$ cat src/verilog/cq_config.svh
/*
 * Widths and sizes of the command-queue handler
 * Address, index and identifier widths, entry size,
 * and the largest size code that keeps the 8-bit head mask
 */
`ifndef CQ_CONFIG_SVH
`define CQ_CONFIG_SVH

// Memory addressing
`define CQ_PPN_W 44
`define CQ_PLEN 56

// Head and tail indexes
`define CQ_IDX_W 32

// Identifier widths of the invalidation targets
`define CQ_DID_W 24
`define CQ_PID_W 20
`define CQ_PSCID_W 20
`define CQ_GSCID_W 16
`define CQ_VPN_W 52

// One command is 16 bytes
`define CQ_ENTRY_W 128

// Size codes up to this value share one 4 KiB page
`define CQ_SMALL_LOG 7

`endif

$ cat src/verilog/cq_pkg.sv
/*
 * Shared types of the command-queue handler
 * Opcode and func3 encodings, command entry layouts,
 * memory port structs, invalidation strobes and the stage result
 */
`include "cq_config.svh"

package cq_pkg;

    // Command opcodes and func3 encodings
    typedef enum logic [6:0] {IOTINVAL = 7'd1, IOFENCE = 7'd2, IODIR = 7'd3, ATS = 7'd4} cq_opcode_e;
    typedef enum logic [2:0] {VMA = 3'd0, GVMA = 3'd1} iotinval_func_e;
    typedef enum logic [2:0] {INVAL_DDT = 3'd0, INVAL_PDT = 3'd1} iodir_func_e;

    // Common view, opcode and func3 sit in the low bits of every command
    typedef struct packed {
        logic [`CQ_ENTRY_W-11:0] rest;
        logic [2:0]              func3;
        logic [6:0]              opcode;
    } cq_entry_t;

    // IOTINVAL.VMA / IOTINVAL.GVMA
    typedef struct packed {
        logic [1:0]             rsvd3;
        logic [`CQ_VPN_W-1:0]   addr;
        logic [9:0]             rsvd2;
        logic [3:0]             rsvd1;
        logic [`CQ_GSCID_W-1:0] gscid;
        logic [9:0]             rsvd0;
        logic                   gv;
        logic                   pscv;
        logic [`CQ_PSCID_W-1:0] pscid;
        logic                   rsvd_b;
        logic                   av;
        logic [2:0]             func3;
        logic [6:0]             opcode;
    } cq_iotinval_t;

    // IOFENCE.C, the address and data only matter when AV is set
    typedef struct packed {
        logic [61:0] addr;
        logic [1:0]  rsvd1;
        logic [31:0] data;
        logic [17:0] rsvd0;
        logic        pw;
        logic        pr;
        logic        wsi;
        logic        av;
        logic [2:0]  func3;
        logic [6:0]  opcode;
    } cq_iofence_t;

    // IODIR.INVAL_DDT / IODIR.INVAL_PDT
    typedef struct packed {
        logic [63:0]          rsvd3;
        logic [`CQ_DID_W-1:0] did;
        logic [5:0]           rsvd2;
        logic                 dv;
        logic                 rsvd1;
        logic [`CQ_PID_W-1:0] pid;
        logic [1:0]           rsvd0;
        logic [2:0]           func3;
        logic [6:0]           opcode;
    } cq_iodir_t;

    // Memory read port
    typedef struct packed {
        logic                req;
        logic [`CQ_PLEN-1:0] addr;
    } mem_req_t;

    typedef struct packed {
        logic                   gnt;
        logic                   rvalid;
        logic                   err;
        logic [`CQ_ENTRY_W-1:0] rdata;
    } mem_rsp_t;

    // Invalidation strobes towards the caches
    typedef struct packed {
        logic                   vma;
        logic                   gvma;
        logic                   av;
        logic                   gv;
        logic                   pscv;
        logic [`CQ_VPN_W-1:0]   vpn;
        logic [`CQ_GSCID_W-1:0] gscid;
        logic [`CQ_PSCID_W-1:0] pscid;
    } iotlb_flush_t;

    typedef struct packed {
        logic                 flush;
        logic                 dv;
        logic [`CQ_DID_W-1:0] did;
    } ddtc_flush_t;

    typedef struct packed {
        logic                 flush;
        logic                 pv;
        logic [`CQ_PID_W-1:0] pid;
    } pdtc_flush_t;

    // Outcome of one executed command
    typedef struct packed {
        logic valid;
        logic illegal;
        logic fence_wsi;
    } cmd_result_t;

endpackage

$ cat src/verilog/cq_cmd_exec.sv
/*
 * Execute stage of the command-queue handler
 * Decode of the fetched entry, illegal-command checks,
 * registered invalidation strobes and the command result
 */
`timescale 1ns/1ns
`include "cq_config.svh"

module cq_cmd_exec (
    input  logic                  clk_i,
    input  logic                  rst_ni,
    input  logic                  entry_valid_i,
    input  logic                  entry_fault_i,
    input  cq_pkg::cq_entry_t     entry_i,
    output cq_pkg::cmd_result_t   result_o,
    output cq_pkg::iotlb_flush_t  iotlb_flush_o,
    output cq_pkg::ddtc_flush_t   ddtc_flush_o,
    output cq_pkg::pdtc_flush_t   pdtc_flush_o
);

    cq_pkg::cq_iotinval_t cmd_tinv;
    cq_pkg::cq_iofence_t  cmd_fence;
    cq_pkg::cq_iodir_t    cmd_dir;

    logic                 illegal;
    logic                 fence_wsi;
    logic                 go;
    cq_pkg::iotlb_flush_t iotlb_n;
    cq_pkg::ddtc_flush_t  ddtc_n;
    cq_pkg::pdtc_flush_t  pdtc_n;

    // Same 128 bits seen through each command layout
    assign cmd_tinv  = cq_pkg::cq_iotinval_t'(entry_i);
    assign cmd_fence = cq_pkg::cq_iofence_t'(entry_i);
    assign cmd_dir   = cq_pkg::cq_iodir_t'(entry_i);

    always_comb begin
        illegal   = 1'b0;
        fence_wsi = 1'b0;
        iotlb_n   = '0;
        ddtc_n    = '0;
        pdtc_n    = '0;

        case (entry_i.opcode)
            cq_pkg::IOTINVAL: begin
                iotlb_n.av    = cmd_tinv.av;
                iotlb_n.gv    = cmd_tinv.gv;
                iotlb_n.vpn   = cmd_tinv.addr;
                iotlb_n.gscid = cmd_tinv.gscid;
                iotlb_n.pscid = cmd_tinv.pscid;
                illegal = (|cmd_tinv.rsvd0) | (|cmd_tinv.rsvd1) | (|cmd_tinv.rsvd2)
                        | (|cmd_tinv.rsvd3) | cmd_tinv.rsvd_b;
                case (cmd_tinv.func3)
                    cq_pkg::VMA: begin
                        iotlb_n.vma  = 1'b1;
                        iotlb_n.pscv = cmd_tinv.pscv;
                    end
                    // PSCV has no meaning for second-stage entries
                    cq_pkg::GVMA: begin
                        iotlb_n.gvma = 1'b1;
                        if (cmd_tinv.pscv) illegal = 1'b1;
                    end
                    default: illegal = 1'b1;
                endcase
            end

            cq_pkg::IOFENCE: begin
                // Only IOFENCE.C (func3 0) is defined
                illegal   = (|cmd_fence.rsvd0) | (|cmd_fence.rsvd1) | (|cmd_fence.func3);
                fence_wsi = cmd_fence.wsi;
            end

            cq_pkg::IODIR: begin
                ddtc_n.dv  = cmd_dir.dv;
                ddtc_n.did = cmd_dir.did;
                illegal = (|cmd_dir.rsvd0) | (|cmd_dir.rsvd1) | (|cmd_dir.rsvd2)
                        | (|cmd_dir.rsvd3);
                case (cmd_dir.func3)
                    // DDT flush also drops every cached process context
                    cq_pkg::INVAL_DDT: begin
                        ddtc_n.flush = 1'b1;
                        pdtc_n.flush = 1'b1;
                        if (|cmd_dir.pid) illegal = 1'b1;
                    end
                    cq_pkg::INVAL_PDT: begin
                        pdtc_n.flush = 1'b1;
                        pdtc_n.pv    = 1'b1;
                        pdtc_n.pid   = cmd_dir.pid;
                    end
                    default: illegal = 1'b1;
                endcase
            end

            // ATS and unknown opcodes
            default: illegal = 1'b1;
        endcase
    end

    // Strobes only for a fault-free, legal command
    assign go = entry_valid_i & ~entry_fault_i & ~illegal;

    always_ff @(posedge clk_i or negedge rst_ni) begin
        if (!rst_ni) begin
            result_o      <= '0;
            iotlb_flush_o <= '0;
            ddtc_flush_o  <= '0;
            pdtc_flush_o  <= '0;
        end else begin
            result_o.valid     <= entry_valid_i & ~entry_fault_i;
            result_o.illegal   <= illegal;
            result_o.fence_wsi <= fence_wsi & go;
            iotlb_flush_o      <= go ? iotlb_n : '0;
            ddtc_flush_o       <= go ? ddtc_n : '0;
            pdtc_flush_o       <= go ? pdtc_n : '0;
        end
    end

endmodule

$ cat src/verilog/cq_fetch.sv
/*
 * Fetch stage of the command-queue handler
 * Entry address generation, request with grant wait,
 * capture of the returned entry and its fault flag
 */
`timescale 1ns/1ns
`include "cq_config.svh"

module cq_fetch (
    input  logic                  clk_i,
    input  logic                  rst_ni,
    input  logic [`CQ_PPN_W-1:0]  cq_base_ppn_i,
    input  logic                  fetch_start_i,
    input  logic [`CQ_IDX_W-1:0]  fetch_idx_i,
    input  cq_pkg::mem_rsp_t      mem_rsp_i,
    output cq_pkg::mem_req_t      mem_req_o,
    output logic                  entry_valid_o,
    output cq_pkg::cq_entry_t     entry_o,
    output logic                  entry_fault_o
);

    typedef enum logic [1:0] {F_IDLE, F_REQ, F_WAIT} fetch_state_e;

    fetch_state_e        state_q;
    logic [`CQ_PLEN-1:0] addr_q;
    logic                valid_q;
    cq_pkg::cq_entry_t   entry_q;
    logic                fault_q;

    // Request stays up with a stable address until granted
    assign mem_req_o.req  = (state_q == F_REQ);
    assign mem_req_o.addr = addr_q;

    assign entry_valid_o = valid_q;
    assign entry_o       = entry_q;
    assign entry_fault_o = fault_q;

    always_ff @(posedge clk_i or negedge rst_ni) begin
        if (!rst_ni) begin
            state_q <= F_IDLE;
            valid_q <= 1'b0;
        end else begin
            valid_q <= 1'b0;
            case (state_q)
                F_IDLE: if (fetch_start_i) state_q <= F_REQ;
                F_REQ:  if (mem_rsp_i.gnt) state_q <= F_WAIT;
                F_WAIT: begin
                    if (mem_rsp_i.rvalid) begin
                        valid_q <= 1'b1;
                        state_q <= F_IDLE;
                    end
                end
                default: state_q <= F_IDLE;
            endcase
        end
    end

    // Entry address is base page plus 16 bytes per index
    always_ff @(posedge clk_i) begin
        if (state_q == F_IDLE && fetch_start_i) begin
            addr_q <= {cq_base_ppn_i, 12'b0} + `CQ_PLEN'({fetch_idx_i, 4'b0});
        end
    end

    // Returned entry and fault, held for the execute stage
    always_ff @(posedge clk_i) begin
        if (state_q == F_WAIT && mem_rsp_i.rvalid) begin
            entry_q <= cq_pkg::cq_entry_t'(mem_rsp_i.rdata);
            fault_q <= mem_rsp_i.err;
        end
    end

endmodule

$ cat src/verilog/cq_handler.sv
/*
 * Command-queue handler top level
 * Queue controller, fetch stage and execute stage
 */
`timescale 1ns/1ns
`include "cq_config.svh"

module cq_handler (
    input  logic                  clk_i,
    input  logic                  rst_ni,
    // Register map
    input  logic [`CQ_PPN_W-1:0]  cq_base_ppn_i,
    input  logic [4:0]            cq_size_i,
    input  logic                  cq_en_i,
    input  logic                  cq_ie_i,
    input  logic [`CQ_IDX_W-1:0]  cq_tail_i,
    input  logic [`CQ_IDX_W-1:0]  cq_head_i,
    output logic [`CQ_IDX_W-1:0]  cq_head_o,
    output logic                  cq_on_o,
    output logic                  busy_o,
    input  logic                  cq_mf_i,
    input  logic                  cmd_to_i,
    input  logic                  cmd_ill_i,
    input  logic                  fence_w_ip_i,
    output logic                  error_o,
    output logic                  cq_mf_o,
    output logic                  cmd_to_o,
    output logic                  cmd_ill_o,
    output logic                  fence_w_ip_o,
    output logic                  cq_ip_o,
    // Memory read port
    output cq_pkg::mem_req_t      mem_req_o,
    input  cq_pkg::mem_rsp_t      mem_rsp_i,
    // Cache invalidations
    output cq_pkg::iotlb_flush_t  iotlb_flush_o,
    output cq_pkg::ddtc_flush_t   ddtc_flush_o,
    output cq_pkg::pdtc_flush_t   pdtc_flush_o
);

    logic                 fetch_start;
    logic [`CQ_IDX_W-1:0] fetch_idx;
    logic                 entry_valid;
    logic                 entry_fault;
    cq_pkg::cq_entry_t    entry;
    cq_pkg::cmd_result_t  result;

    cq_queue_ctrl u_ctrl (
        .clk_i         (clk_i),
        .rst_ni        (rst_ni),
        .cq_size_i     (cq_size_i),
        .cq_en_i       (cq_en_i),
        .cq_ie_i       (cq_ie_i),
        .cq_tail_i     (cq_tail_i),
        .cq_head_i     (cq_head_i),
        .cq_mf_i       (cq_mf_i),
        .cmd_to_i      (cmd_to_i),
        .cmd_ill_i     (cmd_ill_i),
        .fence_w_ip_i  (fence_w_ip_i),
        .entry_valid_i (entry_valid),
        .entry_fault_i (entry_fault),
        .result_i      (result),
        .fetch_start_o (fetch_start),
        .fetch_idx_o   (fetch_idx),
        .cq_head_o     (cq_head_o),
        .cq_on_o       (cq_on_o),
        .busy_o        (busy_o),
        .error_o       (error_o),
        .cq_mf_o       (cq_mf_o),
        .cmd_to_o      (cmd_to_o),
        .cmd_ill_o     (cmd_ill_o),
        .fence_w_ip_o  (fence_w_ip_o),
        .cq_ip_o       (cq_ip_o)
    );

    cq_fetch u_fetch (
        .clk_i         (clk_i),
        .rst_ni        (rst_ni),
        .cq_base_ppn_i (cq_base_ppn_i),
        .fetch_start_i (fetch_start),
        .fetch_idx_i   (fetch_idx),
        .mem_rsp_i     (mem_rsp_i),
        .mem_req_o     (mem_req_o),
        .entry_valid_o (entry_valid),
        .entry_o       (entry),
        .entry_fault_o (entry_fault)
    );

    cq_cmd_exec u_exec (
        .clk_i         (clk_i),
        .rst_ni        (rst_ni),
        .entry_valid_i (entry_valid),
        .entry_fault_i (entry_fault),
        .entry_i       (entry),
        .result_o      (result),
        .iotlb_flush_o (iotlb_flush_o),
        .ddtc_flush_o  (ddtc_flush_o),
        .pdtc_flush_o  (pdtc_flush_o)
    );

endmodule

$ cat src/verilog/cq_queue_ctrl.sv
/*
 * Queue controller of the command-queue handler
 * Enable/on/busy handshake, head masking against the tail,
 * fetch sequencing, error bits and the error hold state
 */
`timescale 1ns/1ns
`include "cq_config.svh"

module cq_queue_ctrl (
    input  logic                  clk_i,
    input  logic                  rst_ni,
    input  logic [4:0]            cq_size_i,
    input  logic                  cq_en_i,
    input  logic                  cq_ie_i,
    input  logic [`CQ_IDX_W-1:0]  cq_tail_i,
    input  logic [`CQ_IDX_W-1:0]  cq_head_i,
    input  logic                  cq_mf_i,
    input  logic                  cmd_to_i,
    input  logic                  cmd_ill_i,
    input  logic                  fence_w_ip_i,
    input  logic                  entry_valid_i,
    input  logic                  entry_fault_i,
    input  cq_pkg::cmd_result_t   result_i,
    output logic                  fetch_start_o,
    output logic [`CQ_IDX_W-1:0]  fetch_idx_o,
    output logic [`CQ_IDX_W-1:0]  cq_head_o,
    output logic                  cq_on_o,
    output logic                  busy_o,
    output logic                  error_o,
    output logic                  cq_mf_o,
    output logic                  cmd_to_o,
    output logic                  cmd_ill_o,
    output logic                  fence_w_ip_o,
    output logic                  cq_ip_o
);

    // FETCH covers the whole time one command is in flight
    typedef enum logic [1:0] {IDLE, FETCH, ERROR} state_e;

    state_e               state_q, state_n;
    logic                 cq_en_q, cq_en_n;
    logic [`CQ_IDX_W-1:0] head_mask;
    logic [`CQ_IDX_W-1:0] masked_head;
    logic                 error_in;

    // Small queues live in one page, larger ones widen the mask with the size
    assign head_mask = (cq_size_i <= `CQ_SMALL_LOG) ? `CQ_IDX_W'(8'hFF)
                     : ~({`CQ_IDX_W{1'b1}} << (6'(cq_size_i) + 6'd1));
    assign masked_head = cq_head_i & head_mask;
    assign fetch_idx_o = masked_head;

    // Busy while the enable copy lags behind software
    assign busy_o  = (cq_en_i != cq_en_q);
    assign cq_on_o = cq_en_i | cq_en_q;

    // Software must clear every error bit before fetching resumes
    assign error_in = cq_mf_i | cmd_to_i | cmd_ill_i;
    assign error_o  = cq_mf_o | cmd_to_o | cmd_ill_o;

    always_comb begin
        state_n       = state_q;
        cq_en_n       = cq_en_q;
        fetch_start_o = 1'b0;
        cq_ip_o       = 1'b0;
        // Register-map bits hold unless changed below
        cq_head_o     = cq_head_i;
        cq_mf_o       = cq_mf_i;
        cmd_to_o      = cmd_to_i;
        cmd_ill_o     = cmd_ill_i;
        fence_w_ip_o  = fence_w_ip_i;

        case (state_q)
            IDLE: begin
                if (cq_en_i) begin
                    if (!cq_en_q) begin
                        // Fresh enable starts from a clean queue
                        cq_head_o    = '0;
                        cq_mf_o      = 1'b0;
                        cmd_to_o     = 1'b0;
                        cmd_ill_o    = 1'b0;
                        fence_w_ip_o = 1'b0;
                        cq_en_n      = 1'b1;
                    end else if (cq_tail_i != masked_head) begin
                        fetch_start_o = 1'b1;
                        state_n       = FETCH;
                    end
                end else if (cq_en_q) begin
                    cq_en_n = 1'b0;
                end
            end

            FETCH: begin
                if (entry_valid_i && entry_fault_i) begin
                    // Memory fault keeps the head on the failing entry
                    cq_mf_o = 1'b1;
                    state_n = ERROR;
                end else if (result_i.valid) begin
                    if (result_i.illegal) begin
                        cmd_ill_o = 1'b1;
                        state_n   = ERROR;
                    end else begin
                        cq_head_o = (masked_head + 1'b1) & head_mask;
                        // Completion of IOFENCE.C with WSI
                        if (result_i.fence_wsi) begin
                            fence_w_ip_o = 1'b1;
                        end
                        state_n = IDLE;
                    end
                end
            end

            ERROR: begin
                cq_ip_o = cq_ie_i;
                if (!error_in) begin
                    state_n = IDLE;
                end
            end

            default: state_n = IDLE;
        endcase
    end

    always_ff @(posedge clk_i or negedge rst_ni) begin
        if (!rst_ni) begin
            state_q <= IDLE;
            cq_en_q <= 1'b0;
        end else begin
            state_q <= state_n;
            cq_en_q <= cq_en_n;
        end
    end

endmodule
$ cat config.mk
export PLATFORM = sky130hd
export DESIGN_NAME = cq_handler
export DESIGN_NICKNAME = d
export VERILOG_FILES = /design/src/verilog/cq_pkg.sv /design/src/verilog/cq_cmd_exec.sv /design/src/verilog/cq_fetch.sv /design/src/verilog/cq_handler.sv /design/src/verilog/cq_queue_ctrl.sv
export VERILOG_INCLUDE_DIRS = /design/src /design/src/verilog
export SDC_FILE = /design/constraint.sdc
export NUM_CORES = 1
export LEC_CHECK = 0
export BUFFER_PORTS_ARGS = -buffer_cell sky130_fd_sc_hd__buf_2
export CAP_MARGIN = 20
export CORE_AREA = 2 2 188 190
export CTS_BUF_LIST = sky130_fd_sc_hd__clkbuf_2 sky130_fd_sc_hd__clkbuf_4 sky130_fd_sc_hd__clkbuf_8
export DETAILED_ROUTE_END_ITERATION = 12
export DIE_AREA = 0 0 190 192
export MAX_ROUTING_LAYER = met4
export PLACE_DENSITY = 0.77
export SYNTH_ARGS = -nofsm -noshare
export SYNTH_HDL_FRONTEND = slang
export SYNTH_SLANG_ARGS = --single-unit
$ cat constraint.sdc
create_clock -name clk_i -period 6.5 [get_ports clk_i]
set_clock_uncertainty 0.05 [all_clocks]
set_input_delay 1.3 -clock clk_i [delete_from_list [all_inputs] [get_ports clk_i]]
set_output_delay 1.3 -clock clk_i [all_outputs]
set_load 0.02 [all_outputs]
==> summary.md, run 1 <==
| Metric | Value |
|---|---|
| H-tree depth | 2 |
| Die height | 192 um |
| Top cell type's share of synthesized area | 35.8% |
| Total Wirelength | 50.7 mm |
| Post-Syn Instances | 1290 |
| GRT overflow | 0 |
| Number of global-route vias before repair | 12500 |
| Slowest cell on crit path | o32ai_1 |
| Setup crit start | cq_size_i[1] |
| Crit-path cells | buf_2 -> ha_2 -> and2_2 -> a21oi_1 -> o32ai_1 -> and2_1 -> nand4_1 -> nor4_1 -> buf_4 -> nand2_1 -> nor3_1 -> buf_4 -> a31oi_1 -> o21ai_0 -> o31ai_1 -> buf_2 |
| First-pass GRT wire length | 74.2 mm |
| Pwr per Cell Area | 235 nW/um2 |
| Ys async rst share | 45.3% |
| Row count | 68 |
| Area growth from synthesis to layout | 27.7% |
| CTS root buffer | clkbuf_8 |
| Post-route total power | 4.56 mW |
| Leading area contributor after synthesis | edfxtp_1 |
| Min cycle time layout | 6130 ps |
| Mapped Area | 15200 um2 |
| Fill cells | 2902 |
| Leak | 8.82 nW |
| Flop and latch count out of synthesis | 331 |
| CP Class | in2out |
| DRT antenna net count | 0 |
| Post-route setup TNS | 0 ps |
| Most common cell after layout, fill and taps aside | buf_2 |
| Maximum vdd drop | 0.243 mV |
| Core area | 34300 um2 |
| Highest clock rate | 163 MHz |
| Buffers on Ports | 485 |
| TritonRoute pass-1 iters | 7 |
| Initial DRC Count | 854 |
| CTS tree | yes |
| Vias | 12500 |
| CTS Sinks | 331 |
| Share of layout cells above drive strength 1 | 34.6% |
| Post-synth EDFFs | 181 |
| Largest net degree at the start of global routing | 90 |
| Element type at the critical path start | input port |
| Initial antenna violation count | 3 |
| Final period util | 94.4% |
| Routability cong. | 1.00 |
| RSZ-0062 raised after global routing | false |
| Layout Cells excl Fill | 2319 |
| Final-report hold violation count | 0 |
| Worst-path fanout max | 12 |
| Top FF cell, synth | edfxtp_1 |
| Critical path required time | 5150 ps |
| MaxCap Viol Count | 0 |
| DRC | 0 |
| Number of buffers created by CTS | 52 |
| Fin nets | 2077 |
| Outcome | complete, no violations |
| Hold slack | 397 ps |
| Avg WL per Cell | 21.9 um |
| Setup ws final | 366 ps |
| Hold WC Path Type | reg2reg |
| Clock tree buffer depth | 3 |
| Actual slew at the worst max-slew pin | 999 ps |
| Hold_sp | u_fetch.entry_o[48] |
| Rel. slew slack | 33.2% |
| Clk slew on worst S/H paths | 60 ps |
| I/O pins | 490 |
| Synth cell types | 90 |
| Placed Area | 18300 um2 |
| Die area | 36500 um2 |
| Final Cell Area | 19400 um2 |
| Most frequent cells in the layout | buf_2 (484), edfxtp_1 (181), dfrtp_1 (150), and2_1 (134) |
| Placed Cells | 2217 |
| Arr. time, crit path | 4780 ps |
| Multi-input logic area | 5650 um2 |
| Chip Width | 190 um |
| Finish-stage setup viols | 0 |
| Yosys warns | 0 |
| Vias per cell | 5.38 |
| Cts hold-fix bufs | 0 |
| Reg2Reg Launch Point | u_fetch.entry_o[17] |
| Sequential-to-total area share from yosys stat | 60.5% |
| Final HPWL DP | 38.8 mm |
| Worst path max stage delay | 560 ps |
| Clock Latency Late Sink | 620 ps |
| Setup bufs post-CTS | 0 |
| Initial Utilization | 44.3% |
| Register area | 9190 um2 |
| GRT Total Usage | 28.1% |
| Crit. End Element | output pin |
| Average cell area after synthesis | 11.8 um2 |
| Pins over their slew limit | 0 |
| Synth top area cells | edfxtp_1 (36%), dfrtp_1 (25%), and2_1 (5.5%) |
| Util after Layout | 56.6% |
| Pre-CTS setup slack | 266 ps |
[cells by family (layout without fill, tap and decap cells)]
family	after synthesis	in the layout	share of synthesized area, %
multiplexers	3	3	0.214
buffers and inverters	89	655	2.61
flip-flops	331	331	60.5
other	1	9	0.0247
AND/OR/NAND/NOR	481	481	17.5
adder cells (fa/ha/maj)	24	24	1.73
AO/OA/AOI/OAI	268	268	12.1
XOR/XNOR	93	93	5.36
[area by class of cell]
class,count,area share (%)
multi-input combinational,873,29.1
clock buffer,77,4.82
tap,455,2.94
clock inverter,20,0.903
sequential,331,47.4
antenna,5,0.0645
inverter,35,0.677
timing repair buffer,523,14.1
[synthesized netlist by cell type (all sizes together), types with 5 or more instances]
cell     instances
a2111oi          7
a211oi           8
a21boi           6
a21oi           46
a31oi           18
and2           135
and3            36
and4             7
buf             18
clkbuf          36
dfrtp          150
edfxtp         181
ha               9
inv             34
maj3            15
nand2           78
nand2b           5
nand3           23
nand4           20
nor2            72
nor2b           13
nor3            38
nor4            29
o211a            9
o211ai           8
o21a             9
o21ai           82
o221ai           6
o22ai            7
o31a             5
o31ai           18
o41ai            5
or2              5
xnor2           59
xor2            34
[report_power, final]
group | switching (mW) | total (mW) | internal (mW)
registers | 0 | 2.23 | 2.23
clock network | 0.822 | 1.87 | 1.04
logic | 0.290 | 0.467 | 0.177
total | 1.11 | 4.56 | 3.45
[state kept, by name, indices dropped and copies added (netlist names), 2 cells and up]
register,cells
u_exec.iotlb_flush_o,93
u_exec.ddtc_flush_o,26
u_exec.result_o,3
u_ctrl.state_q,2
u_exec.pdtc_flush_o,22
u_fetch.addr_q,52
u_fetch.state_q,2
u_fetch.entry_o,128
[path summary, 6_finish.rpt]
path | endpoint | slack, ps | cells after the start
setup / recovery | cq_head_o[30] | 370 | 16
hold / removal | u_exec.ddtc_flush_o[8] | 400 | 1
setup reg to reg | u_exec.pdtc_flush_o[12] | 2190 | 11
hold reg to reg | u_exec.ddtc_flush_o[8] | 400 | 1
max in group asynchronous | u_exec.iotlb_flush_o[61] | 4300 | 2
min in group asynchronous | u_exec.iotlb_flush_o[52] | 720 | 1
[routing by layer]
| layer | part of all wire [%] | vias up | global-route usage, % |
|---|---|---|---|
| li1 | - | 5784 | - |
| met1 | 38 | 6001 | 32.8 |
| met2 | 49 | 615 | 47.1 |
| met3 | 9.0 | 85 | 7.67 |
| met4 | 3.1 | 0 | 9.93 |
| met5 | 0 | - | - |
[what timing repair did]
| action | 4_1_cts | 5_1_grt |
|---|---|---|
| setup endpoints to repair | 0 | 3 |
| gates resized for setup | 0 | 1 |
| endpoints found under the hold margin | 0 | 0 |
[worst max-delay path, delay by kind of cell]
| kind | cells | cell delay [ps] |
|---|---|---|
| fa+ha+maj | 1 | 370 |
| buf+inv | 4 | 740 |
| simple gates | 6 | 1330 |
| compound gates | 5 | 1030 |
Note: power is estimated with default switching activity, not from simulation.
==> inputs of run 2 (changes only) <==
CELL_PAD_IN_SITES_DETAIL_PLACEMENT = 2   (was default)
CELL_PAD_IN_SITES_GLOBAL_PLACEMENT = 2   (was default)
CORE_AREA = default   (was 2 2 188 190)
CORE_UTILIZATION = 33   (was default)
DIE_AREA = default   (was 0 0 190 192)
PLACE_DENSITY = 0.88   (was 0.77)
==> run 2 against run 1 <==
Against the previous run:
- worst hold slack better by 41 ps
- combinational power is 6.9% higher
- total power is 5.6% higher
- maximum frequency is 0.82% lower
- critical path depth is 3 lower
- setup slack worse by 51 ps
- design area is 2.2% higher
==> summary.md, run 2 (same netlist as run 1, synthesis figures left out) <==
| Metric | Value |
|---|---|
| Outcome | complete, no violations |
| Final Cell Area | 19800 um2 (+2.2%) |
| Worst-path fanout max | 16 (+4) |
| Finish-stage setup viols | 0 (unchanged) |
| MaxCap Viol Count | 0 (unchanged) |
| Largest register FFs | 128 (unchanged) |
| Slowest cell on crit path | a211o_1 |
| Largest net degree at the start of global routing | 77 (-14%) |
| Hold WC Path Type | reg2reg |
| Initial DRC Count | 864 (+1.2%) |
| Share of layout cells above drive strength 1 | 35.1% (+0.54 points) |
| Chip Width | 217 um (+14%) |
| CTS root buffer | clkbuf_8 |
| Cts hold-fix bufs | 0 (unchanged) |
| Vias | 13200 (+5.7%) |
| Total Wirelength | 66.9 mm (+32%) |
| Rel. slew slack | 25.9% (-7.3 points) |
| Pwr per Cell Area | 243 nW/um2 (+3.3%) |
| Initial Utilization | 33.5% (-11 points) |
| Placed Area | 18500 um2 (+1.1%) |
| DRT antenna net count | 0 (unchanged) |
| Crit. End Element | output pin |
| RSZ-0062 raised after global routing | false |
| Number of global-route vias before repair | 14800 (+19%) |
| Worst path max stage delay | 460 ps (-100 ps) |
| Vias per cell | 5.32 (-1.3%) |
| DRC | 0 (unchanged) |
| Clock Latency Late Sink | 640 ps (+20 ps) |
| GRT overflow | 0 (unchanged) |
| Final HPWL DP | 48.9 mm (+26%) |
| First-pass GRT wire length | 97.3 mm (+31%) |
| Buffers on Ports | 485 (unchanged) |
| Min cycle time layout | 6180 ps (+50.8 ps) |
| Element type at the critical path start | input port |
| Fin nets | 2085 (+0.39%) |
| Row count | 78 (+15%) |
| Final-report hold violation count | 0 (unchanged) |
| Post-route setup TNS | 0 ps (unchanged) |
| Routability cong. | 0.958 (-4.5%) |
| Final period util | 95.1% (+0.78 points) |
| TritonRoute pass-1 iters | 5 (-2) |
| Core area | 45400 um2 (+32%) |
| GRT Total Usage | 28.9% (+0.75 points) |
| Maximum vdd drop | 0.236 mV (-2.9%) |
| Most frequent cells in the layout | buf_2 (484), edfxtp_1 (181), dfrtp_1 (150), and2_1 (134) |
| Die height | 217 um (+13%) |
| Highest clock rate | 162 MHz (-0.82%) |
| Number of buffers created by CTS | 57 (+9.6%) |
| Fill cells | 4736 (+63%) |
| Hold slack | 438 ps (+41.4 ps) |
| Crit-path cells | buf_2 -> nand3_1 -> a211o_1 -> a21boi_0 -> o211a_1 -> and4_1 -> nor4b_2 -> nand4_1 -> nor3_1 -> buf_4 -> nand3_1 -> o31ai_1 -> buf_2 |
| CTS tree | yes |
| Die area | 46900 um2 (+29%) |
| Actual slew at the worst max-slew pin | 1100 ps (+98.0 ps) |
| Post-route total power | 4.81 mW (+5.6%) |
| Placed Cells | 2363 (+6.6%) |
| Pins over their slew limit | 0 (unchanged) |
| CTS Sinks | 331 (unchanged) |
| CP Class | in2out |
| Avg WL per Cell | 26.9 um (+23%) |
| H-tree depth | 2 (unchanged) |
| Initial antenna violation count | 9 (+6) |
| I/O pins | 490 (unchanged) |
| Clk slew on worst S/H paths | 60 ps (about the same) |
| Critical path required time | 5150 ps (about the same) |
| Area growth from synthesis to layout | 30.4% |
| Arr. time, crit path | 4830 ps (+50 ps) |
| Layout Cells excl Fill | 2483 (+7.1%) |
| Most common cell after layout, fill and taps aside | buf_2 |
| Leak | 8.92 nW (+1.1%) |
| Clock tree buffer depth | 3 (unchanged) |
[run 2: timing repair]
action | in CTS | in global routing
setup buffers | 0 | 0
cloned | 0 | 0
setup endpoints to repair | 1 | 3
resized for setup | 1 | 4
[run 2: path summary, 6_finish.rpt]
| check | cells after the start | slack, ps | start | to |
|---|---|---|---|---|
| max in group asynchronous | 3 | 4640 | rst_ni | u_exec.iotlb_flush_o[17] |
| setup / recovery | 13 | 320 | cq_size_i[2] | cq_head_o[31] |
| hold / removal | 1 | 440 | u_fetch.entry_o[53] | u_exec.ddtc_flush_o[13] |
| hold reg to reg | 1 | 440 | u_fetch.entry_o[53] | u_exec.ddtc_flush_o[13] |
| setup reg to reg | 12 | 1930 | u_fetch.entry_o[1] | u_exec.ddtc_flush_o[18] |
| min in group asynchronous | 1 | 620 | rst_ni | u_exec.iotlb_flush_o[33] |
[run 2: layout make-up]
cell class	count	area [um2]	area share [%]
inverter	35	131	0.663
tap	600	751	3.79
antenna	10	25.0	0.126
multi-input combinational	873	5680	28.7
timing repair buffer	526	2800	14.1
sequential	331	9190	46.4
clock buffer	81	1000	5.06
clock inverter	27	236	1.19
[run 2: routing by layer]
layer  GRT usage, %  share of wire, %  vias up
met5              -                 0        -
met4           10.0               3.4        0
met3           7.05               7.1      120
met2           50.8                52      544
met1           31.6                38     6724
li1               -                 -     5811
[run 2: power by group]
part	switching (mW)	total (mW)	internal, mW
registers	0	2.22	2.22
clock network	0.931	2.09	1.16
logic	0.318	0.499	0.181
total	1.25	4.81	3.56
[run 2: worst max-delay path, delay by kind of cell]
family / cells / cell delay, ps
buffers and inverters: 3 / 700
AOI/OAI and AO/OA: 4 / 1360
and+or+nand+nor: 6 / 1470
[run 2: stage by stage]
stage | util (%) | setup WS [ps]
2_1_floorplan | - | 404
6_report | 43.7 | 315
3_3_place_gp | 40.7 | 32.6
4_1_cts | 43.4 | 49.9
3_5_place_dp | 40.7 | -101
5_1_grt | 43.7 | 79.4
==> inputs of run 3 (changes only) <==
BUFFER_PORTS_ARGS = default   (was -buffer_cell sky130_fd_sc_hd__buf_2)
CORE_UTILIZATION = 42   (was 33)
DONT_BUFFER_PORTS = 1   (was default)
PLACE_DENSITY = 0.89   (was 0.88)
SETUP_SLACK_MARGIN = 0.05   (was default)
==> run 3 against run 2 <==
Against the previous run:
- sequential power about the same
- non-clock buffer count is 475 lower
- design area fell by 13%
- combinational power fell by 31%
- setup slack worse by 17 ps
- largest power group unchanged
- highest routed layer unchanged
==> summary.md, run 3 (same netlist as run 1, synthesis figures left out) <==
| Metric | Value |
|---|---|
| GRT overflow | 0 (unchanged) |
| Outcome | complete, no violations |
| Total Wirelength | 58.1 mm (-13%) |
| Final period util | 95.4% (+0.27 points) |
| Routability cong. | 0.955 (-0.28%) |
| Slowest cell on crit path | nor3_1 |
| Area growth from synthesis to layout | 13.5% |
| Finish-stage setup viols | 0 (unchanged) |
| Fill cells | 3512 (-26%) |
| GRT Total Usage | 31.6% (+2.7 points) |
| Final Cell Area | 17200 um2 (-13%) |
| Setup crit end | cq_head_o[31] |
| Pins over their slew limit | 0 (unchanged) |
| Reg2Reg Launch Point | u_fetch.entry_o[17] |
| Vias | 11300 (-14%) |
| Clock tree buffer depth | 3 (unchanged) |
| Pre-CTS setup slack | 173 ps (+274 ps) |
| Worst path max stage delay | 420 ps (-40 ps) |
| CTS Sinks | 331 (unchanged) |
| Fin nets | 1607 (-23%) |
| Initial DRC Count | 727 (-16%) |
| DRT antenna net count | 0 (unchanged) |
| Largest net degree at the start of global routing | 151 (+96%) |
| Reg2reg setup slack | 1950 ps (+20 ps) |
| TritonRoute pass-1 iters | 5 (unchanged) |
| Initial antenna violation count | 13 (+4) |
| Die area | 36900 um2 (-21%) |
| Setup bufs post-CTS | 0 (unchanged) |
| Clk slew on worst S/H paths | 70 ps (about the same) |
| Share of layout cells above drive strength 1 | 13.4% (-22 points) |
| Crit-path cells | ha_2 -> xnor2_1 -> nor3_1 -> o21ai_0 -> a21oi_1 -> and4_1 -> nor4b_2 -> nand4_1 -> nor3_1 -> buf_4 -> nand3_1 -> o31ai_1 -> buf_4 |
| H-tree depth | 2 (unchanged) |
| Vias per cell | 6.07 (+14%) |
| Initial Utilization | 42.7% (+9.2 points) |
| Util after Layout | 48.5% (+4.8 points) |
| MaxCap Viol Count | 0 (unchanged) |
| Die height | 192 um (-11%) |
| CTS root buffer | clkbuf_8 |
| CTS tree | yes |
| CP Class | in2out |
| Setup crit start | cq_size_i[0] |
| Final HPWL DP | 41.2 mm (-16%) |
| Avg WL per Cell | 31.1 um (+16%) |
| Chip Width | 192 um (-11%) |
| First-pass GRT wire length | 82.3 mm (-15%) |
| Core area | 35600 um2 (-22%) |
| Highest clock rate | 161 MHz (-0.28%) |
| Worst-path fanout max | 16 (unchanged) |
| Hold WC Path Type | in2async |
| Most frequent cells in the layout | edfxtp_1 (181), dfrtp_1 (150), and2_1 (134), nand2_1 (78), o21ai_0 (78) |
| Reg2Reg Capture Point | u_exec.pdtc_flush_o[9] |
| Element type at the critical path start | input port |
| Number of buffers created by CTS | 54 (-5.3%) |
| Arr. time, crit path | 4850 ps (+20 ps) |
| Post-route total power | 4.71 mW (-2.2%) |
| Post-route setup TNS | 0 ps (unchanged) |
| Placed Area | 15900 um2 (-14%) |
| Actual slew at the worst max-slew pin | 1150 ps (+48.6 ps) |
| DRC | 0 (unchanged) |
| Min cycle time layout | 6200 ps (+17.5 ps) |
| Maximum vdd drop | 0.305 mV (+29%) |
| Largest register FFs | 128 (unchanged) |
| Clock Latency Late Sink | 670 ps (+30 ps) |
| I/O pins | 490 (unchanged) |
| Critical path required time | 5150 ps (about the same) |
| Rel. slew slack | 22.7% (-3.3 points) |
| Final-report hold violation count | 0 (unchanged) |
| Crit. End Element | output pin |
| Number of global-route vias before repair | 12400 (-16%) |
| Row count | 69 (-12%) |
| Pwr per Cell Area | 273 nW/um2 (+12%) |
| RSZ-0062 raised after global routing | false |
| Buffers on Ports | 0 (-100%) |
| Leak | 6.80 nW (-24%) |
| Setup ws final | 298 ps (-17.5 ps) |
| Most common cell after layout, fill and taps aside | edfxtp_1 |
| Path depth of the worst reg2reg path | 11 (-1) |
## run 3: changes by cell type in the layout (fill, tap and decap cells not counted), moves of 3 or more
cell / previous run / this run
buf_2: 484 / 0
buf_4: 37 / 51
clkbuf_4: 18 / 15
clkinv_1: 16 / 5
clkinv_2: 5 / 8
clkinvlp_4: 1 / 4
diode_2: 10 / 14
## run 3: critical path: cells and delay by family
kind | cells | cell delay, ps
AOI/OAI and AO/OA | 3 | 670
xor gates and xnor gates | 1 | 330
adders and majority gates | 1 | 360
buffers and inverters | 2 | 390
and+or+nand+nor | 6 | 1790
## run 3: worst min path at each step
stage               cells after the start                        to  slack (ps)                start
detailed placement                      1  u_exec.iotlb_flush_o[27]         420  u_fetch.entry_o[51]
floorplan                               2        u_exec.result_o[1]         390   u_fetch.entry_o[6]
global placement                        1  u_exec.iotlb_flush_o[26]         400  u_fetch.entry_o[50]
global route                            0  u_exec.iotlb_flush_o[41]         260               rst_ni
finish                                  0        u_fetch.state_q[1]         270               rst_ni
CTS                                     0        u_fetch.state_q[1]         240               rst_ni
## run 3: layout make-up
| type | count | area, um2 | area share (%) |
|---|---|---|---|
| well taps | 461 | 577 | 3.35 |
| multi-input cells | 873 | 5660 | 32.8 |
| diodes | 14 | 35.0 | 0.203 |
| inverters | 35 | 131 | 0.762 |
| flip-flops and latches | 331 | 9190 | 53.3 |
| clock buffers | 79 | 993 | 5.76 |
| repair buffers | 51 | 383 | 2.22 |
| clock inverters | 23 | 272 | 1.58 |
## run 3: power by group
group,internal [mW],switching [mW]
sequential,2.22,0
clock,1.20,0.947
combinational,0.123,0.219
## run 3: what timing repair did
action | 4_1_cts | 5_1_grt
gates resized for setup | 0 | 2
setup endpoints to repair | 0 | 4
hold buffers | 0 | 0
## run 3: stage by stage
step | cells | hold slack [ps]
floorplan | 1293 | 387
global placement | 1751 | 397
detailed placement | 1751 | 417
CTS | 1853 | 242
global route | 1866 | 258
finish | 1867 | 274
## run 3: routing by layer
metal | global-route usage [%] | up-vias | routed length [um]
met1 | 32.4 | 5833 | 20200
li1 | - | 4844 | -
met4 | 14.5 | 0 | 2460
met3 | 10.3 | 113 | 5200
met2 | 54.5 | 551 | 30200
met5 | - | - | 0
